`src/design/sim_bus_pkg.sv`:
```
// Shared bus types, address map and test utility encodings.
// RamSizeWords must stay a power of two so the RAM decode mask is contiguous.
package sim_bus_pkg;

  localparam int unsigned NrHosts   = 3;
  localparam int unsigned NrDevices = 2;

  // 4 kB RAM
  localparam int unsigned RamSizeWords = 1024;
  localparam int unsigned RamAddrWidth = $clog2(RamSizeWords);

  // Decode is (addr & mask) == base
  localparam logic [31:0] RamBase      = 32'h0000_0000;
  localparam logic [31:0] RamMask      = ~32'(RamSizeWords * 4 - 1);
  localparam logic [31:0] TestUtilBase = 32'h0002_0000;
  localparam logic [31:0] TestUtilMask = ~32'h0000_03FF;

  // Offset bits inside the 1 kB test utility window
  localparam int unsigned TuOffsetWidth = 10;

  // Request payload from a host, forwarded unchanged to a device
  typedef struct packed {
    logic [31:0] addr;
    logic        we;
    logic [3:0]  be;
    logic [31:0] wdata;
  } bus_req_t;

  // Response payload, meaningful only while rvalid is high
  typedef struct packed {
    logic [31:0] rdata;
    logic        err;
  } bus_rsp_t;

  // Host index, also the priority order (first is highest)
  typedef enum logic [1:0] {
    TestUtilHost,
    CoreD,
    CoreI
  } bus_host_e;

  typedef enum logic {
    Ram,
    TestUtilDevice
  } bus_device_e;

  // Register word offsets in the test utility window
  typedef enum logic [TuOffsetWidth-1:0] {
    SigBegin = 10'h000,
    SigEnd   = 10'h004,
    Halt     = 10'h008
  } tu_reg_e;

  typedef enum logic [1:0] {
    TuIdle,
    TuDump,
    TuDone
  } tu_state_e;

endpackage

```
`src/design/sim_bus.sv`:
```
// Fixed-priority shared bus, one grant per cycle, lowest host index first.
// Every device must answer exactly one cycle after its req. There is no stall path.
// Unmapped addresses are granted and answered by the bus itself with an error.
module sim_bus import sim_bus_pkg::*; (
  input  logic     clk_i,
  input  logic     rst_n_i,

  input  logic     host_req_i        [NrHosts],
  input  bus_req_t host_req_data_i   [NrHosts],
  output logic     host_gnt_o        [NrHosts],
  output logic     host_rvalid_o     [NrHosts],
  output bus_rsp_t host_rsp_o        [NrHosts],

  output logic     device_req_o      [NrDevices],
  output bus_req_t device_req_data_o [NrDevices],
  input  logic     device_rvalid_i   [NrDevices],
  input  bus_rsp_t device_rsp_i      [NrDevices]
);

  logic        any_req;
  bus_host_e   sel_host;
  bus_req_t    sel_req;
  logic        dev_hit;
  bus_device_e dev_sel;

  // Routing of the transfer granted last cycle
  logic        rsp_pend_q;
  bus_host_e   rsp_host_q;
  bus_device_e rsp_dev_q;
  logic        rsp_nodev_q;

  logic        rsp_valid;
  bus_rsp_t    rsp_data;

  // Scan downward so the lowest requesting index is kept
  always_comb begin
    any_req  = 1'b0;
    sel_host = TestUtilHost;
    for (int h = NrHosts - 1; h >= 0; h--) begin
      if (host_req_i[h]) begin
        any_req  = 1'b1;
        sel_host = bus_host_e'(h);
      end
    end
  end

  assign sel_req = host_req_data_i[sel_host];

  // Address decode against the fixed map
  always_comb begin
    dev_hit = 1'b1;
    dev_sel = Ram;
    if ((sel_req.addr & RamMask) == RamBase) begin
      dev_sel = Ram;
    end else if ((sel_req.addr & TestUtilMask) == TestUtilBase) begin
      dev_sel = TestUtilDevice;
    end else begin
      dev_hit = 1'b0;
    end
  end

  // Grant is combinational in the request cycle
  always_comb begin
    for (int h = 0; h < NrHosts; h++) begin
      host_gnt_o[h] = any_req && (sel_host == bus_host_e'(h));
    end
  end

  // Payload goes to every device, only the decoded one sees req
  always_comb begin
    for (int d = 0; d < NrDevices; d++) begin
      device_req_o[d]      = any_req && dev_hit && (dev_sel == bus_device_e'(d));
      device_req_data_o[d] = sel_req;
    end
  end

  always_ff @(posedge clk_i) begin
    if (!rst_n_i) begin
      rsp_pend_q  <= 1'b0;
      rsp_host_q  <= TestUtilHost;
      rsp_dev_q   <= Ram;
      rsp_nodev_q <= 1'b0;
    end else begin
      rsp_pend_q <= any_req;
      if (any_req) begin
        rsp_host_q  <= sel_host;
        rsp_dev_q   <= dev_sel;
        rsp_nodev_q <= !dev_hit;
      end
    end
  end

  // Unmapped transfers get a bus-generated error with zero data
  always_comb begin
    if (rsp_nodev_q) begin
      rsp_valid = rsp_pend_q;
      rsp_data  = '{rdata: '0, err: 1'b1};
    end else begin
      rsp_valid = rsp_pend_q && device_rvalid_i[rsp_dev_q];
      rsp_data  = device_rsp_i[rsp_dev_q];
    end
  end

  always_comb begin
    for (int h = 0; h < NrHosts; h++) begin
      host_rvalid_o[h] = rsp_valid && (rsp_host_q == bus_host_e'(h));
      host_rsp_o[h]    = rsp_data;
    end
  end

endmodule

```
`config.mk`:
```
export PLATFORM = sky130hd
export DESIGN_NAME = sim_bus
export DESIGN_NICKNAME = d
export VERILOG_FILES = /design/src/design/sim_bus_pkg.sv /design/src/design/sim_bus.sv
export SDC_FILE = /design/constraint.sdc
export NUM_CORES = 1
export LEC_CHECK = 0
export BUFFER_PORTS_ARGS = -buffer_cell sky130_fd_sc_hd__buf_2
export CAP_MARGIN = 20
export CORE_AREA = 4 4 201 203
export CTS_BUF_LIST = sky130_fd_sc_hd__clkbuf_4
export DETAILED_ROUTE_END_ITERATION = 12
export DIE_AREA = 0 0 205 207
export MAX_ROUTING_LAYER = met4
export PLACE_DENSITY = 0.39
export REMOVE_ABC_BUFFERS = 1
export SLEW_MARGIN = 10
export SYNTH_ARGS = -nofsm -noshare
export SYNTH_HDL_FRONTEND = slang
export SYNTH_SLANG_ARGS = --single-unit
```
`constraint.sdc`:
```
create_clock -name clk_i -period 7.75 [get_ports clk_i]
set_clock_uncertainty 0.15 [all_clocks]
set_input_delay 1.55 -clock clk_i [delete_from_list [all_inputs] [get_ports clk_i]]
set_output_delay 1.55 -clock clk_i [all_outputs]
set_load 0.02 [all_outputs]
```
# Word level (Yosys, flattened, before mapping)
# Index checks and enable logic that the tools add are counted.
# Widths: inputs -> output; s select.
# totals
ff_bits	5
inputBits	280
output_inout_bits	245
word_cells	48
# op_classes
n_lt_le_gt_ge	2
eq_ne	5
mux	20
bitwise	3
n_reduce_logical	14
# op_table
op	count
$bmux 69 s2	1
$mux 69	2
$mux 33	4
$logic_not 32->1	1
$eq 22x8->1 const B	1
$logic_and 1x1->1	10
$mux 1	10
$mux 2	3
$eq 2x1->1 const B	2
$eq 2x2->1 const B	2
$logic_not 2->1	2
$ge 3x3->1 const B	1
$not 2->3	1
$ge 2x2->1 const B	1
$not 1->2	1
$logic_not 1->1	1
$not 1->1	1

# Logic depth before layout (Yosys ltp)
# logic_depth
ltp_word	12
mapped_depth	9
depth_no_buf	6

# Worst setup path after synthesis
# Ideal clock, no wire load.
# synth_timing
kind	input -> output
start	input host_req_i[0] (netlist bit)
end	output device_req_o[0] (netlist bit)
arrival_time_ps	3541
required_time_ps	6050
path_slack_ps	2509
path_stages	7
path_cell_list	buf_6 -> nand2b_1 -> buf_2 -> buf_2 -> o311ai_0 -> nor3_1 -> and3_1
# synth_lines
item	line	rtl
start, declared	sim_bus.sv:8	input logic host_req_i [NrHosts],
end, declared	sim_bus.sv:14	output logic device_req_o [NrDevices],

==> out/qor.yml <==
end_kind: "output port"
cpMostUsedCell: "buf_2"
synth-async-reset-ratio_pct: 0
drive_gt1_share_pct: 62.8
status: "complete, no violations"
crit_path_max_incr_delay_ns: 0.63
die_area_um2: 42400
place.gp.congestion: 0.824
maxCapViolations: 0
yosysSeqAreaShare_pct: 3.01
syn_to_final_growth_pct: 65.2
syn_inst: 502
max-clock-path-buffers: 2
grt_pass1_wl_mm: 37.6
ir_drop_uv: 29.0
clk_pin_slew_ns: 0.05
finalCoreUtilization_pct: 14.3
fin_crit_sh_pct: 79.3
start_kind: "primary input"
required_ns: 6.05
dr_total_vias: 4887
syn_avg_cell_area_um2: 6.61
htree_levels: 1
ctsResizeCount: 0
antenna_found_initial: 14
rows: 72
yosysTopAreaCell: "buf_4"
power.switching_w: 0.000303
p_clk_share_pct: 6.8
drt-vias-per-instance: 3.53
io_buffers: 524
synthTopCellsByArea: "buf_4 31%, mux2i_1 24%, o21ai_0 7.7%"
p_seq_share_pct: 5.5
fin_nets: 1141
reg2reg_slack_ns: 6.37
synthFlopType: "dfxtp_1"
insertion_delay_ns: 0.24
synth_commonest_cells: "136 x buf_4, 79 x mux2i_1, 59 x nor2_1, 51 x o21ai_0, 49 x nand2_1"
hold_buffers: 0
postCtsSetupBuffers: 0
switching_share_pct: 60.1
dp_slack_ns: 1.44
p_int_w: 0.000201
crit_chain: "buf_2 > inv_1 > a21oi_1 > nor2_1 > or4_4 > nor3_4 > and3_1 > buf_2"
cts.sink_count: 5
max-slew-margin-rel_pct: 35.1
drt_iter0_drc: 161
yosysMostFrequentCell: "buf_4"
ys_types: 34
path_class: "in -> out"
critPathBufInv: 3
holdCritPathClass: "reg -> reg"
wl_per_cell_um: 20.6
ys_seq_elements: 5
start_util_pct: 8.63
fmax_mhz: 163
dr.pass1.iters: 4
cts_tree: "built"
synth_warnings: 0
drc_errors: 0
core_um2: 38500
synth_edf_count: 0
ioPinCount: 525
grt_pass1_vias: 5091
cts_buffers: 3
layout_setup_ws_ns: 1.61
tightest_slew_ns: 0.973
rsz0062_at_grt: "false"
dp.cells: 1374
hpwlAfterDp_mm: 25.8
cpMaxStageDelayCell: "inv_1"
drt-total-wl_mm: 28.5
track_usage_pct: 12.5
pwr-share-comb_pct: 87.7
overflow: 0
die-height_um: 207
drv_slew: 0
synth_top_cell_area_share_pct: 30.7
powerDensity_nw_per_um2: 92.0
setup_tns_ns: 0
leakagePower_nw: 3.08
min_period_ns: 6.14
die_w_um: 205
cp_max_fo: 31
cp_top_family: "buffers and inverters"
hold_violations: 0
setup_viol: 0
grt_start_max_net_pins: 96
mappedNetlistArea_um2: 3320
postRouteAntennaNets: 0
fin_cells: 1385
root_buffer: "clkbuf_4"
arrival_ns: 4.44
==> cell usage in the layout, fill, tap and decap left out, types with 5 or more instances in the layout <==
cell type  Yosys  layout
a21oi_1       20      20
buf_2          9     524
diode_2        0       7
inv_1          9       9
mux2i_1       79      79
nand2_1       49      49
nor2_1        59      59
o21ai_0       51      51
o21bai_1       5       5
o22ai_1        5       5
o32ai_1       15      15
==> path summary, 6_finish.rpt <==
check,start,end,depth (start not counted)
worst min register to register,rsp_host_q[1],rsp_host_q[1],2
worst max register to register,rsp_dev_q,rsp_dev_q,3
worst min-delay path,rsp_host_q[1],rsp_host_q[1],2
worst max-delay path,host_req_i[2],device_req_o[1],8
==> registers in the layout, indices dropped and copies added (netlist names) <==
register	count
rsp_dev_q	1
rsp_host_q	2
rsp_nodev_q	1
rsp_pend_q	1
==> power by group through the flow <==
| stage | Clock [W] | Combinational (W) | Sequential (W) |
|---|---|---|---|
| floorplan | 0 | 0.000221 | 0.0000298 |
| global placement | 0 | 0.000451 | 0.0000282 |
| detailed placement | 0 | 0.000450 | 0.0000282 |
| CTS | 0.0000349 | 0.000452 | 0.0000277 |
| global route | 0.0000376 | 0.000475 | 0.0000278 |
| finish | 0.0000342 | 0.000443 | 0.0000278 |
==> cells by family (layout without fill, tap and decap cells) <==
logic type	Yosys count	after routing	share of synthesized area, %
compound gates	103	103	18.5
buf+inv	183	541	37.1
flops	5	5	3.01
mux	80	80	24.2
other cells	0	7	0
simple gates	131	131	17.2
==> worst min-delay path: stages (launching register included) <==
cell     delay, ns
dfxtp_1       0.32
nor2_1        0.10
nor4b_1       0.05
==> cell type report <==
class | count | area (um^2)
Antenna cell | 7 | 17.5
Inverter | 9 | 33.8
Multi-Input combinational cell | 314 | 2000
Timing Repair Buffer | 528 | 2650
Tap cell | 518 | 648
Fill cell | 4574 | 33000
Sequential cell | 5 | 101
Clock buffer | 4 | 30.0
==> through the flow <==
step	hold slack, ns	total power [W]	cell area, um^2
floorplan	0.345	0.000251	2120
global placement	0.370	0.000479	5440
detailed placement	0.371	0.000478	5440
CTS	0.379	0.000514	5470
global route	0.423	0.000541	5490
finish	0.376	0.000505	5490
==> routing by layer <==
metal	wire (um)	global-route usage [%]	part of all wire, %
met3	2390	2.38	8.4
met5	0	-	0
met4	245	1.11	0.86
met1	10900	13.5	38
met2	14900	24.2	52
(Power assumes the default switching activity.)
