--- src/design/sim_bus_pkg.sv ---
// Shared bus types, address map and test utility encodings.
// RamSizeWords must stay a power of two so the RAM decode mask is contiguous.
package sim_bus_pkg;

  localparam int unsigned NrHosts   = 3;
  localparam int unsigned NrDevices = 2;

  // 4 kB RAM
  localparam int unsigned RamSizeWords = 1024;
  localparam int unsigned RamAddrWidth = $clog2(RamSizeWords);

  // Decode is (addr & mask) == base
  localparam logic [31:0] RamBase      = 32'h0000_0000;
  localparam logic [31:0] RamMask      = ~32'(RamSizeWords * 4 - 1);
  localparam logic [31:0] TestUtilBase = 32'h0002_0000;
  localparam logic [31:0] TestUtilMask = ~32'h0000_03FF;

  // Offset bits inside the 1 kB test utility window
  localparam int unsigned TuOffsetWidth = 10;

  // Request payload from a host, forwarded unchanged to a device
  typedef struct packed {
    logic [31:0] addr;
    logic        we;
    logic [3:0]  be;
    logic [31:0] wdata;
  } bus_req_t;

  // Response payload, meaningful only while rvalid is high
  typedef struct packed {
    logic [31:0] rdata;
    logic        err;
  } bus_rsp_t;

  // Host index, also the priority order (first is highest)
  typedef enum logic [1:0] {
    TestUtilHost,
    CoreD,
    CoreI
  } bus_host_e;

  typedef enum logic {
    Ram,
    TestUtilDevice
  } bus_device_e;

  // Register word offsets in the test utility window
  typedef enum logic [TuOffsetWidth-1:0] {
    SigBegin = 10'h000,
    SigEnd   = 10'h004,
    Halt     = 10'h008
  } tu_reg_e;

  typedef enum logic [1:0] {
    TuIdle,
    TuDump,
    TuDone
  } tu_state_e;

endpackage

--- src/design/riscv_testutil.sv ---
// Test utility with signature range and halt registers and a signature dump engine.
// Register writes ignore byte enables. Bus errors on dump reads are not flagged.
// The dump relies on the bus answering one cycle after each grant.
module riscv_testutil import sim_bus_pkg::*; (
  input  logic        clk_i,
  input  logic        rst_n_i,

  // Register window
  input  logic        dev_req_i,
  input  bus_req_t    dev_req_data_i,
  output logic        dev_rvalid_o,
  output bus_rsp_t    dev_rsp_o,

  // Dump reads
  output logic        host_req_o,
  output bus_req_t    host_req_data_o,
  input  logic        host_gnt_i,
  input  logic        host_rvalid_i,
  input  bus_rsp_t    host_rsp_i,

  output logic        sig_valid_o,
  output logic [31:0] sig_data_o,
  output logic        done_o
);

  logic [TuOffsetWidth-1:0] reg_offset;
  logic [31:0]              sig_begin_q;
  logic [31:0]              sig_end_q;
  logic [31:0]              dump_addr_q;
  logic                     halt_q;
  logic                     issue_left;
  tu_state_e                state_q;
  logic                     dev_rvalid_q;
  bus_rsp_t                 dev_rsp_q;

  assign reg_offset = dev_req_data_i.addr[TuOffsetWidth-1:0];

  // Register writes, halt is a one-cycle pulse
  always_ff @(posedge clk_i) begin
    if (!rst_n_i) begin
      sig_begin_q  <= '0;
      sig_end_q    <= '0;
      halt_q       <= 1'b0;
      dev_rvalid_q <= 1'b0;
    end else begin
      dev_rvalid_q <= dev_req_i;
      halt_q       <= 1'b0;
      if (dev_req_i && dev_req_data_i.we) begin
        case (reg_offset)
          SigBegin: sig_begin_q <= dev_req_data_i.wdata;
          SigEnd:   sig_end_q   <= dev_req_data_i.wdata;
          Halt:     halt_q      <= 1'b1;
          default: ;
        endcase
      end
    end
  end

  // Read data and error for the register window
  always_ff @(posedge clk_i) begin
    if (dev_req_i) begin
      dev_rsp_q.err <= 1'b0;
      case (reg_offset)
        SigBegin: dev_rsp_q.rdata <= sig_begin_q;
        SigEnd:   dev_rsp_q.rdata <= sig_end_q;
        Halt:     dev_rsp_q.rdata <= '0;
        default: begin
          dev_rsp_q.rdata <= '0;
          dev_rsp_q.err   <= 1'b1;
        end
      endcase
    end
  end

  assign dev_rvalid_o = dev_rvalid_q;
  assign dev_rsp_o    = dev_rsp_q;

  // Words still to be requested
  assign issue_left = dump_addr_q < sig_end_q;

  always_ff @(posedge clk_i) begin
    if (!rst_n_i) begin
      state_q     <= TuIdle;
      dump_addr_q <= '0;
    end else begin
      case (state_q)
        TuIdle: begin
          if (halt_q) begin
            dump_addr_q <= sig_begin_q;
            // Empty range skips the dump
            state_q     <= (sig_end_q > sig_begin_q) ? TuDump : TuDone;
          end
        end
        TuDump: begin
          if (host_gnt_i) begin
            dump_addr_q <= dump_addr_q + 32'd4;
          end
          // Last response back once nothing is left to issue
          if (host_rvalid_i && !issue_left) begin
            state_q <= TuDone;
          end
        end
        default: ;
      endcase
    end
  end

  assign host_req_o      = (state_q == TuDump) && issue_left;
  assign host_req_data_o = '{addr: dump_addr_q, we: 1'b0, be: 4'hF, wdata: '0};

  // Each returned word goes straight out, the sink never stalls
  assign sig_valid_o = (state_q == TuDump) && host_rvalid_i;
  assign sig_data_o  = host_rsp_i.rdata;
  assign done_o      = (state_q == TuDone);

endmodule

--- config.mk ---
export PLATFORM = sky130hd
export DESIGN_NAME = riscv_testutil
export DESIGN_NICKNAME = d
export VERILOG_FILES = /design/src/design/sim_bus_pkg.sv /design/src/design/riscv_testutil.sv
export SDC_FILE = /design/constraint.sdc
export NUM_CORES = 1
export LEC_CHECK = 0
export BUFFER_PORTS_ARGS = -buffer_cell sky130_fd_sc_hd__buf_4
export CAP_MARGIN = 20
export CELL_PAD_IN_SITES_DETAIL_PLACEMENT = 2
export CELL_PAD_IN_SITES_GLOBAL_PLACEMENT = 2
export CORE_ASPECT_RATIO = 1.1
export CORE_MARGIN = 8
export CORE_UTILIZATION = 30
export CTS_BUF_LIST = sky130_fd_sc_hd__clkbuf_8 sky130_fd_sc_hd__clkbuf_16
export DETAILED_ROUTE_END_ITERATION = 8
export GPL_ROUTABILITY_DRIVEN = 0
export PLACE_DENSITY = 0.88
export RECOVER_POWER = 100
export SLEW_MARGIN = 20
export SYNTH_ARGS = -nofsm -noshare
export SYNTH_HDL_FRONTEND = slang
export SYNTH_SLANG_ARGS = --single-unit
export TNS_END_PERCENT = 10
--- constraint.sdc ---
create_clock -name clk_i -period 2.5 [get_ports clk_i]
set_input_delay 0.25 -clock clk_i [delete_from_list [all_inputs] [get_ports clk_i]]
set_output_delay 0.25 -clock clk_i [all_outputs]
set_load 0.05 [all_outputs]
* Yosys cells after proc, flatten, opt, wreduce, memory -nomap -nowiden
Index checks and enable logic that the tools add are counted.
Word-level totals: flip-flop bits (word level) 133, input port bits 107, output and inout port bits 138, logic and storage cells 42
Operators by class: add/sub/neg operators 1, magnitude comparators 2, equality and inequality tests 7, muxes and demuxes 10, reductions and logical operators 14
Operator list (count):
- $pmux 32 s2 | 2
- $mux 32 | 2
- $add 32x3->32 const B | 1
- $gt 32x32->1 | 1
- $lt 32x32->1 | 1
- $eq 10x3->1 const B | 1
- $eq 10x4->1 const B | 1
- $logic_not 10->1 | 1
- $mux 2 | 3
- $ne 2x2->1 const B | 3
- $reduce_and 2->1 | 3
- $reduce_and 3->1 | 2
- $logic_and 1x1->1 | 4
- $pmux 2 s2 | 1
- $reduce_or 3->1 | 1
- $eq 2x1->1 const B | 1
- $eq 2x2->1 const B | 1
- $logic_not 2->1 | 1
- $mux 1 | 2
- $reduce_bool 2->1 | 1
- $logic_not 1->1 | 1

* Logic depth before layout (Yosys ltp)
Gate-level depths: netlist of the first run.
depth after elaboration 5, gate-level depth with buffers 9, depth with buffers taken out 9

* Worst setup path before layout of the first run
No wires, ideal clock.
kind register to register, start reg dump_addr_q[2], end reg dump_addr_q[28], data arrival time 2.560 ns, data required time 2.434 ns, path slack -0.126 ns, cell stages (with the launch flop) 9, buffers on the path 0, cell sequence dfxtp_1 ha_1 nand3_1 nor4_4 nand4_1 or4_1 nand2_1 a222oi_1 nor2b_1
Between the ends: word-level cells in the longest chain between the ends 3
Ends and longest elaborated chain:
- from (decl) | line riscv_testutil.sv:29 | logic [31:0] dump_addr_q;
- from (signal assigned) | line riscv_testutil.sv:89 | dump_addr_q <= sig_begin_q;
- from (signal assigned) | line riscv_testutil.sv:96 | dump_addr_q <= dump_addr_q + 32'd4;
- $add 32x3->32 | line riscv_testutil.sv:96
- $mux 32 | line riscv_testutil.sv:95 | if (host_gnt_i) begin
- $pmux 32 s2 | line riscv_testutil.sv:86 | case (state_q)
No other way between the ends. The select of a mux whose other input is x is not followed. A chain may end at the register's enable or synchronous reset.

* Worst setup path after layout of the first run
start reg sig_end_q[21], end out host_req_o
Between the ends: word-level cells in the longest chain between the ends 2
Ends and longest elaborated chain:
- from (decl) | line riscv_testutil.sv:28 | logic [31:0] sig_end_q;
- from (signal assigned) | line riscv_testutil.sv:51 | SigEnd: sig_end_q <= dev_req_data_i.wdata;
- $lt 32x32->1 | line riscv_testutil.sv:79 | assign issue_left = dump_addr_q < sig_end_q;
- $logic_and 1x1->1 | line riscv_testutil.sv:108 | assign host_req_o = (state_q == TuDump) && issue_left;
- to (decl) | line riscv_testutil.sv:15 | output logic host_req_o,
No other way between the ends.

==> PnR_summary.wiki, run 1 <==
{| class="wikitable"
! Metric !! Value
|-
| RSZ-0062 raised after global routing || true
|-
| Share of synthesized area occupied by flip-flops and latches || 37.0%
|-
| Starting density of the core || 30.3%
|-
| Max-slew headroom at the worst pin || 17.4%
|-
| Required time reported for the critical path endpoint || 2250 ps
|-
| Post-synthesis cell area || 8090 µm²
|-
| Minimum clock period || 2860 ps
|-
| Number of maximum-capacitance constraint violations || 0
|-
| Antenna diode count || 0
|-
| Max Buffers Root-to-Sink || 2
|-
| Mean routed wirelength per cell || 27.2 µm
|-
| Most frequent cells in the layout || nand2_1 (165), buf_4 (101), clkbuf_1 (77)
|-
| Cell count after synthesis || 964
|-
| Final standard cell count with taps included and fillers excluded || 1454
|-
| Number of distinct library cells after synthesis || 56
|-
| Clock tree root driver cell || clkbuf_16
|-
| Min Hold Slack || 39.0 ps
|-
| First-pass detailed-route iteration total || 5
|-
| Critical path fanouts, max || 4
|-
| Storage cell area || 3030 µm²
|-
| Clock skew after layout || 14.9 ps
|-
| CTS tree || yes
|-
| Worst path bufs/invs || 2
|-
| Sink count of the clock tree || 133
|-
| Leading cell type in the layout, fill and taps excluded || nand2_1
|-
| Count of flip-flops with a built-in enable after synthesis || 33
|-
| 1st-iter DRT viols || 532
|-
| Aggregate routed wire length || 39600 µm
|-
| Clock latency on the worst-skew pair || 470 ps
|-
| Utilization after layout || 36.5%
|-
| Max Clock Freq || 0.349 GHz
|-
| Element type at the critical path start || flop
|-
| Die ar. || 32500 µm²
|-
| Clock input transition at the sequential cells of the worst setup and hold paths || 80 ps
|-
| Final hold viol count || 0
|-
| Wire length of the first global-routing pass || 57400 µm
|-
| Most frequently used flop master after synthesis || dfxtp_1
|-
| Setup Viol. Count Final || 14
|-
| Inserted Clock Buffers || 17
|-
| Total design power || 5220 µW
|-
| Port Buf Inserts || 116
|-
| Outcome || finished, violations left
|-
| Pwr/cell area || 536 nW/µm²
|-
| Maximum ir drop on the vdd rail || 409 µV
|-
| LEAKAGE || 0.00372 µW
|-
| Number of levels in the clock H-tree || 4
|-
| Share of cells above drive strength 1 || 18.4%
|-
| Post-Synthesis Mean Instance Area || 8.39 µm²
|-
| Category of cells accounting for the largest share of critical-path delay || compound AO/OA/AOI/OAI gates
|-
| Post-placement setup slack || -15.0 ps
|-
| Slew at the pin with the worst max-slew slack || 1240 ps
|-
| Final cycle utilization of the critical path || 115%
|-
| Filler Cell Count || 2997
|-
| Maximum number of pins on one net before global-route repair || 67
|-
| Number of global-route vias before repair || 9193
|-
| Crit-path slowest cell || dfxtp_1
|-
| Total area of multi-input combinational cells || 4340 µm²
|-
| Path type of the worst min-delay path || input pin to flop
|-
| Remaining DRCs || 0
|-
| Post-synthesis sequential element count || 133
|-
| Maximum cell stage delay along the critical path || 420 ps
|-
| Number of antenna-violating nets in the routed design || 0
|-
| Class of the most critical setup path || flop to output port
|-
| Antenna violations before repair || 1
|-
| Total of warnings raised by yosys || 0
|-
| # IOs || 245
|-
| Kind of end point of the critical path || output port
|-
| Slew Viols, Final || 0
|-
| Final #Nets || 1255
|-
| Placed cell count || 1411
|-
| Die W || 173 µm
|-
| Post-route worst setup slack || -364 ps
|-
| Estimated wirelength of the detail-placed design || 23800 µm
|-
| Row Count || 63
|-
| Cell-by-cell listing of the critical path || inv_1, ha_1, nand4_1, nor3_1, a221oi_2, o211ai_1, a21oi_2, and2_4, buf_8
|-
| Proportion of synthesized flip-flops having asynchronous set or reset || 0%
|-
| Routed vias/inst || 5.59
|-
| Area of the core region || 26700 µm²
|-
| Area Growth Syn to Fin || 20.6%
|-
| Total congestion overflow || 0
|-
| Vertical extent of the die || 188 µm
|-
| GRT Total Usage || 22.8%
|-
| Worst Path Arrival || 2610 ps
|-
| Hold_buf cts || 0
|-
| Violated checks || setup timing
|-
| Total via count in the routed design || 8129
|}
## cells in the mapped netlist (all sizes together) (20+ instances only)
cell | number | area [µm²]
nand2 | 165 | 619
dfxtp | 100 | 2000
buf | 78 | 591
nor2 | 75 | 284
a21boi | 70 | 526
inv | 66 | 248
ha | 64 | 801
a21oi | 50 | 250
clkbuf | 41 | 154
o21ai | 40 | 200
mux2i | 34 | 340
edfxtp | 33 | 991
nand4 | 20 | 125
## flip-flops by register name, summed over array words and instances, names as in the netlist
signal / count
sig_begin_q: 32
sig_end_q: 32
dump_addr_q: 32
dev_rsp_o: 33
dev_rvalid_o: 1
state_q: 2
halt_q: 1
## through the flow
stage               setup TNS (ps)  cell area (µm²)
global placement                 0             9260
CTS                           -236             9990
detailed placement           -15.0             9260
global route                 -3120             9750
finish                       -1810             9750
floorplan                    -54.9             8220
## layout make-up
cell class,count,area share (%)
Clock buffer,17,4.36
Tap cell,357,4.58
Multi-Input combinational cell,681,44.5
Timing Repair Buffer,185,11.4
Sequential cell,133,31.1
Clock inverter,15,1.49
Inverter,66,2.54
## worst register-to-register path, delay by kind of cell, from the launching register on
family | cells | cell delay (ps)
AND/OR/NAND/NOR | 2 | 560
adder cells (fa/ha/maj) | 1 | 290
flip-flops | 1 | 390
AO/OA/AOI/OAI | 5 | 750
buffers and inverters | 5 | 600
## layer usage
layer  track usage (%)  wire, µm
met5                 0        26
met4              14.3      2430
met3              5.00      2140
met2              40.2     19700
met1              24.5     15300
## path summary, 6_finish.rpt
check / start / to / slack (ps) / depth (start not counted)
setup / recovery: sig_end_q[21]$_SDFFE_PN0P_ / host_req_o / -360 / 9
hold / removal: dev_req_data_i[13] / sig_end_q[13]$_SDFFE_PN0P_ / 40 / 3
setup reg to reg: sig_end_q[31]$_SDFFE_PN0P_ / state_q[0]$_SDFFE_PN0P_ / -210 / 13
hold reg to reg: sig_begin_q[6]$_SDFFE_PN0P_ / sig_begin_q[6]$_SDFFE_PN0P_ / 500 / 2
## what timing repair did
item,CTS,global route
gates resized for setup,35,20
pin swaps,9,9
setup buffers,8,3
endpoints found under the setup margin,2,6
## power breakdown
group	total, µW	switching, µW	internal [µW]
Combinational	385	296	88.6
Clock	2610	1280	1330
Sequential	2220	8.11	2210
Total	5220	1590	3630
## cells by family after synthesis
group / after synthesis / share of synthesized area, %
other cells: 2 / 0.0928
mux: 35 / 4.35
flops: 133 / 37.0
compound gates: 211 / 17.5
simple gates: 334 / 18.9
buf+inv: 185 / 12.3
fa+ha+maj: 64 / 9.90
No activity file was read; power rests on OpenSTA's default activity.
==> run 2: changes to the inputs <==
--- a/config.mk
+++ b/config.mk
@@ -15,9 +15,9 @@
 export CTS_BUF_LIST = sky130_fd_sc_hd__clkbuf_8 sky130_fd_sc_hd__clkbuf_16
 export DETAILED_ROUTE_END_ITERATION = 8
 export GPL_ROUTABILITY_DRIVEN = 0
-export PLACE_DENSITY = 0.88
+export PLACE_DENSITY_LB_ADDON = 0.1
 export RECOVER_POWER = 100
-export SLEW_MARGIN = 20
+export SLEW_MARGIN = 40
 export SYNTH_ARGS = -nofsm -noshare
 export SYNTH_HDL_FRONTEND = slang
 export SYNTH_SLANG_ARGS = --single-unit
==> run 2 against run 1 <==
  * The flow still finishes with violations (setup timing)
  * Utilization increased by 1.0 points
  * Fmax rose by 9.2%
  * Die area unchanged
  * Flip-flop and latch count stayed put
  * Cell count grew 0.55%
  * Critical path depth decreased by 1
  * Routed wire length is 23% lower
  * Largest cell class unchanged
  * Highest routed layer is now met4
==> PnR_summary.wiki, run 2 (synthesis gave the netlist of run 1 again) <==
{| class="wikitable"
! Metric !! Value
|-
| Class of the most critical setup path || flop to output port
|-
| Element type at the critical path start || flop
|-
| Clock input transition at the sequential cells of the worst setup and hold paths || 80 ps (about the same)
|-
| Wire length of the first global-routing pass || 47100 µm (-18%)
|-
| Worst path bufs/invs || 2 (unchanged)
|-
| Crit-path slowest cell || a2111o_1
|-
| Slew at the pin with the worst max-slew slack || 1230 ps (-9.78 ps)
|-
| Minimum clock period || 2620 ps (-242 ps)
|-
| Worst Path Arrival || 2370 ps (-240 ps)
|-
| Flip-flop count of the largest register after layout || 33 (unchanged)
|-
| # IOs || 245 (unchanged)
|-
| Port Buf Inserts || 116 (unchanged)
|-
| Total design power || 5230 µW (+0.20%)
|-
| Total via count in the routed design || 7325 (-9.9%)
|-
| Violated checks || setup timing
|-
| Total congestion overflow || 0 (unchanged)
|-
| Maximum cell stage delay along the critical path || 420 ps (about the same)
|-
| Number of antenna-violating nets in the routed design || 0 (unchanged)
|-
| Sink count of the clock tree || 133 (unchanged)
|-
| Remaining DRCs || 0 (unchanged)
|-
| Maximum number of pins on one net before global-route repair || 56 (-16%)
|-
| Post-route cell area || 10000 µm² (+2.8%)
|-
| Area of the core region || 26700 µm² (unchanged)
|-
| Outcome || finished, violations left
|-
| Most frequent cells in the layout || nand2_1 (165), buf_4 (136), nor2_1 (73)
|-
| Category of cells accounting for the largest share of critical-path delay || compound AO/OA/AOI/OAI gates
|-
| Clock latency on the worst-skew pair || 440 ps (-30 ps)
|-
| Hold_buf cts || 0 (unchanged)
|-
| Estimated wirelength of the detail-placed design || 22200 µm (-6.6%)
|-
| Clock tree root driver cell || clkbuf_16
|-
| Post-DP Area || 9360 µm² (+1.1%)
|-
| Number of global-route vias before repair || 7966 (-13%)
|-
| First-pass detailed-route iteration total || 4 (-1)
|-
| Antenna violations before repair || 0 (-1)
|-
| Final hold viol count || 0 (unchanged)
|-
| Aggregate routed wire length || 30600 µm (-23%)
|-
| Routed vias/inst || 5.01 (-10%)
|-
| LEAKAGE || 0.00395 µW (+6.1%)
|-
| Setup Viol. Count Final || 1 (-13)
|-
| Path type of the worst min-delay path || input pin to flop
|-
| Number of maximum-capacitance constraint violations || 0 (unchanged)
|-
| Number of levels in the clock H-tree || 4 (unchanged)
|-
| Max-slew headroom at the worst pin || 18.0% (+0.65 points)
|-
| Row Count || 63 (unchanged)
|-
| Post-placement setup slack || -33.8 ps (-18.8 ps)
|-
| Die ar. || 32500 µm² (unchanged)
|-
| Starting density of the core || 30.3% (unchanged)
|-
| Pwr/cell area || 522 nW/µm² (-2.6%)
|-
| Max Clock Freq || 0.381 GHz (+9.2%)
|-
| Final #Nets || 1263 (+0.64%)
|-
| CTS tree || yes
|-
| Vertical extent of the die || 188 µm (unchanged)
|-
| Share of cells above drive strength 1 || 22.5% (+4.1 points)
|-
| GRT Total Usage || 18.6% (-4.2 points)
|-
| Clock skew after layout || 16.7 ps (+1.79 ps)
|-
| Cell-by-cell listing of the critical path || inv_2, ha_4, a2111o_1, a311oi_2, o21ai_1, a21oi_2, and2_4, buf_8
|-
| Final cycle utilization of the critical path || 105% (-9.7 points)
|-
| 1st-iter DRT viols || 303 (-43%)
|-
| RSZ-0062 raised after global routing || true
|-
| Kind of end point of the critical path || output port
|-
| Required time reported for the critical path endpoint || 2250 ps (about the same)
|-
| Inserted Clock Buffers || 17 (unchanged)
|-
| Slew Viols, Final || 0 (unchanged)
|-
| Max Buffers Root-to-Sink || 2 (unchanged)
|-
| Leading cell type in the layout, fill and taps excluded || nand2_1
|-
| Antenna diode count || 0 (unchanged)
|-
| Post-route worst setup slack || -122 ps (+242 ps)
|-
| Area Growth Syn to Fin || 24.0%
|-
| Mean routed wirelength per cell || 21.0 µm (-23%)
|-
| Critical path fanouts, max || 2 (-2)
|-
| Maximum ir drop on the vdd rail || 338 µV (-17%)
|-
| Die W || 173 µm (unchanged)
|}
[run 2: what timing repair did]
action,4_1_cts,5_1_grt
gates resized for setup,23,40
setup endpoints to repair,1,1
pin swaps,4,14
hold endpoints to repair,0,0
setup buffers,0,7
cloned,0,0
[run 2: per-stage QoR]
| stage | cells | hold slack [ps] | setup TNS (ps) | utilization [%] |
|---|---|---|---|---|
| 3_3_place_gp | 1423 | 461 | 0 | 35.0 |
| 3_5_place_dp | 1423 | 472 | -33.8 | 35.0 |
| 4_1_cts | 1455 | 48.0 | -207 | 37.5 |
| 6_report | 1462 | 64.1 | -122 | 37.5 |
| 5_1_grt | 1462 | 67.2 | -230 | 37.5 |
| 2_1_floorplan | 999 | 362 | -54.9 | - |
[run 2: tightest hold or removal path, delay by kind of cell]
family / cells / cell delay (ps)
buf+inv: 1 / 110
compound gates: 1 / 50
simple gates: 1 / 50
[run 2: area by class of cell]
class	count	area [µm²]
clock buffer	17	425
clock inverter	15	174
fill	3091	16700
inverter	66	248
multi-input combinational	681	4410
sequential	133	3050
tap	357	447
timing repair buffer	193	1290
[run 2: per-layer routing]
| metal | global-route usage, % | wire length, µm |
|---|---|---|
| met3 | 3.44 | 1200 |
| met4 | 4.75 | 309 |
| met1 | 25.6 | 15100 |
| met2 | 29.4 | 14100 |
| met5 | 0 | 0 |
[run 2: path summary, 6_finish.rpt]
check	start	endpoint	slack, ps	depth (start not counted)
max	sig_end_q[1]$_SDFFE_PN0P_	host_req_o	-120	8
min	dev_req_data_i[4]	sig_begin_q[4]$_SDFFE_PN0P_	60	3
max reg2reg	dump_addr_q[3]$_SDFFE_PN0P_	dump_addr_q[28]$_SDFFE_PN0P_	190	9
min reg2reg	sig_begin_q[4]$_SDFFE_PN0P_	sig_begin_q[4]$_SDFFE_PN0P_	480	2
[run 2: power breakdown]
group / internal (µW) / switching, µW
clock: 1440 / 1200
combinational: 86.8 / 290
sequential: 2210 / 6.16
==> run 3: changes to the inputs <==
--- a/config.mk
+++ b/config.mk
@@ -5,13 +5,14 @@
 export SDC_FILE = /design/constraint.sdc
 export NUM_CORES = 1
 export LEC_CHECK = 0
+export ABC_AREA = 1
 export BUFFER_PORTS_ARGS = -buffer_cell sky130_fd_sc_hd__buf_4
 export CAP_MARGIN = 20
 export CELL_PAD_IN_SITES_DETAIL_PLACEMENT = 2
 export CELL_PAD_IN_SITES_GLOBAL_PLACEMENT = 2
 export CORE_ASPECT_RATIO = 1.1
-export CORE_MARGIN = 8
-export CORE_UTILIZATION = 30
+export CORE_MARGIN = 1
+export CORE_UTILIZATION = 29
 export CTS_BUF_LIST = sky130_fd_sc_hd__clkbuf_8 sky130_fd_sc_hd__clkbuf_16
 export DETAILED_ROUTE_END_ITERATION = 8
 export GPL_ROUTABILITY_DRIVEN = 0
==> run 3 against run 2 <==
  * The flow now finishes without violations
  * Fmax increased by 11%
  * Sequential share of layout area increased by 2.0 points
  * Area after synthesis decreased by 3.8%
  * Utilization decreased by 2.2 points
  * Register-to-register slack improved by 100 ps
  * Flip-flop and latch count unchanged
  * Cell count decreased by 1.5%
  * Hold slack improved by 41 ps
  * Critical path depth increased by 2
  * Critical path type unchanged
==> PnR_summary.wiki, run 3 <==
{| class="wikitable"
! Metric !! Value
|-
| Final hold viol count || 0 (unchanged)
|-
| Starting density of the core || 29.7% (-0.59 points)
|-
| Row Count || 62 (-1.6%)
|-
| Maximum number of pins on one net before global-route repair || 51 (-8.9%)
|-
| Slew Viols, Final || 0 (unchanged)
|-
| Pwr/cell area || 584 nW/µm² (+12%)
|-
| Number of global-route vias before repair || 7533 (-5.4%)
|-
| Class of the most critical setup path || flop to output port
|-
| Most common library cells after synthesis || nand2_1 (129), inv_1 (107), dfxtp_1 (100)
|-
| Most frequently used flop master after synthesis || dfxtp_1
|-
| Min Hold Slack || 105 ps (+41.0 ps)
|-
| Antenna diode count || 0 (unchanged)
|-
| Routed vias/inst || 4.90 (-2.2%)
|-
| Mean routed wirelength per cell || 18.8 µm (-10%)
|-
| Die ar. || 27500 µm² (-15%)
|-
| 1st-iter DRT viols || 206 (-32%)
|-
| Number of antenna-violating nets in the routed design || 0 (unchanged)
|-
| Vertical extent of the die || 174 µm (-7.6%)
|-
| Clock input transition at the sequential cells of the worst setup and hold paths || 70 ps (about the same)
|-
| Final cycle utilization of the critical path || 94.6% (-10 points)
|-
| Kind of end point of the critical path || output port
|-
| Max Clock Freq || 0.423 GHz (+11%)
|-
| Synth top area cells || dfxtp_1 (26%), edfxtp_1 (13%), ha_1 (10%)
|-
| Remaining DRCs || 0 (unchanged)
|-
| Wire length of the first global-routing pass || 42000 µm (-11%)
|-
| Post-synthesis cell area || 7780 µm² (-3.8%)
|-
| Filler Cell Count || 3132 (+1.3%)
|-
| Antenna violations before repair || 0 (unchanged)
|-
| Clock tree root driver cell || clkbuf_16
|-
| First-pass detailed-route iteration total || 4 (unchanged)
|-
| Slew at the pin with the worst max-slew slack || 1440 ps (+206 ps)
|-
| Library cell with the largest summed area after synthesis || dfxtp_1
|-
| Setup Viol. Count Final || 0 (-1)
|-
| Utilization after layout || 35.3% (-2.2 points)
|-
| Cell count after synthesis || 980 (+1.7%)
|-
| Post-Synthesis Mean Instance Area || 7.94 µm² (-5.3%)
|-
| Max Buffers Root-to-Sink || 2 (unchanged)
|-
| Share of cells above drive strength 1 || 14.9% (-7.6 points)
|-
| Number of levels in the clock H-tree || 4 (unchanged)
|-
| Element type at the critical path start || flop
|-
| Estimated wirelength of the detail-placed design || 19500 µm (-12%)
|-
| Inserted Clock Buffers || 17 (unchanged)
|-
| CTS tree || yes
|-
| Total congestion overflow || 0 (unchanged)
|-
| Number of maximum-capacitance constraint violations || 0 (unchanged)
|-
| Number of distinct library cells after synthesis || 41 (-27%)
|-
| Count of flip-flops with a built-in enable after synthesis || 33 (unchanged)
|-
| Leading cell type in the layout, fill and taps excluded || nand2_1
|-
| Flip-flop count of the largest register after layout || 33 (unchanged)
|-
| LEAKAGE || 0.00367 µW (-7.1%)
|-
| Worst Path Arrival || 2120 ps (-250 ps)
|-
| Area Growth Syn to Fin || 19.0%
|-
| Required time reported for the critical path endpoint || 2250 ps (about the same)
|-
| Share of synthesized area occupied by flip-flops and latches || 38.4% (+1.5 points)
|-
| Portion of synthesized cell area occupied by the leading cell type || 25.7% (+0.97 points)
|-
| Sink count of the clock tree || 133 (unchanged)
|-
| Aggregate routed wire length || 27000 µm (-12%)
|-
| Max-slew headroom at the worst pin || 4.31% (-14 points)
|-
| # IOs || 245 (unchanged)
|-
| Post-synthesis sequential element count || 133 (unchanged)
|-
| Clock latency on the worst-skew pair || 430 ps (about the same)
|-
| Final #Nets || 1246 (-1.3%)
|-
| Most common cell in the netlist || nand2_1
|-
| Area of the core region || 26200 µm² (-1.9%)
|-
| Die W || 158 µm (-8.3%)
|-
| Maximum ir drop on the vdd rail || 269 µV (-21%)
|-
| GRT Total Usage || 20.1% (+1.6 points)
|-
| Total via count in the routed design || 7053 (-3.7%)
|-
| Critical path fanouts, max || 3 (+1)
|-
| Proportion of synthesized flip-flops having asynchronous set or reset || 0% (unchanged)
|-
| Total of warnings raised by yosys || 0 (unchanged)
|-
| Most frequent cells in the layout || nand2_1 (127), inv_1 (104), dfxtp_1 (94)
|-
| Clock skew after layout || 12.2 ps (-4.52 ps)
|-
| Port Buf Inserts || 116 (unchanged)
|-
| Outcome || complete, no violations
|-
| Path type of the worst min-delay path || input pin to flop
|-
| Minimum clock period || 2370 ps (-256 ps)
|}
[run 3: area by class of cell]
type | instances | area, µm² | share of cell area, %
multi-input combinational | 660 | 3890 | 42.0
sequential | 133 | 3000 | 32.4
timing repair buffer | 150 | 863 | 9.32
tap | 352 | 440 | 4.75
clock buffer | 17 | 425 | 4.59
inverter | 113 | 424 | 4.58
clock inverter | 15 | 218 | 2.35
[run 3: timing repair]
action,4_1_cts,5_1_grt
hold buffers,0,0
setup endpoints to repair,1,1
setup buffers,0,1
gates resized for setup,7,25
pin swaps,1,4
[run 3: logic make-up (layout without fill, tap and decap cells)]
kind of cell	Yosys count	in the layout	synth area share, %
adder cells (fa/ha/maj)	64	64	10.3
AND/OR/NAND/NOR	293	293	16.8
other	2	37	0.0965
flip-flops	133	133	38.4
XOR/XNOR	7	7	0.884
buffers and inverters	222	295	14.6
AO/OA/AOI/OAI	259	259	18.9
[run 3: power breakdown]
| part | internal, µW | switching [µW] |
|---|---|---|
| sequential | 2220 | 5.86 |
| clock | 1700 | 1130 |
| combinational | 66.5 | 287 |
| total | 3990 | 1430 |
[run 3: per-stage QoR]
step	std cells	total power, µW	setup slack (ps)	TNS [ps]	area [µm²]
6_report	1440	5410	134	0	9270
3_3_place_gp	1407	2650	426	0	8770
3_5_place_dp	1407	2650	399	0	8770
5_1_grt	1440	5580	-2.24	-2.24	9270
4_1_cts	1439	5500	7.92	0	9440
2_1_floorplan	1015	2690	27.1	0	7920
[run 3: routing by layer]
metal | up-vias | part of all wire, % | routed length (µm) | track usage, %
li1 | 3434 | - | - | -
met1 | 3475 | 45 | 12100 | 25.3
met2 | 112 | 50 | 13600 | 34.9
met3 | 32 | 3.0 | 799 | 2.95
met4 | 0 | 1.8 | 495 | 6.29
met5 | - | 0 | 0 | 0
[run 3: final timing paths]
path                                      from                      endpoint  slack (ps)  cells after the start
setup / recovery    sig_end_q[17]$_SDFFE_PN0P_                    host_req_o         130                     10
hold / removal              dev_req_data_i[25]    sig_end_q[25]$_SDFFE_PN0P_         110                      3
setup reg to reg  dump_addr_q[13]$_SDFFE_PN0P_  dump_addr_q[29]$_SDFFE_PN0P_         290                     10
hold reg to reg    sig_begin_q[9]$_SDFFE_PN0P_   dump_addr_q[9]$_SDFFE_PN0P_         480                      2
[run 3: critical path, cell delays in order (launching register included)]
cell	delay, ps
dfxtp_1	330
inv_1	80
ha_1	300
a21oi_1	160
o21ai_1	80
nand2_1	70
nand3_1	80
a21oi_2	190
nand2_2	110
nor2_2	130
buf_6	170
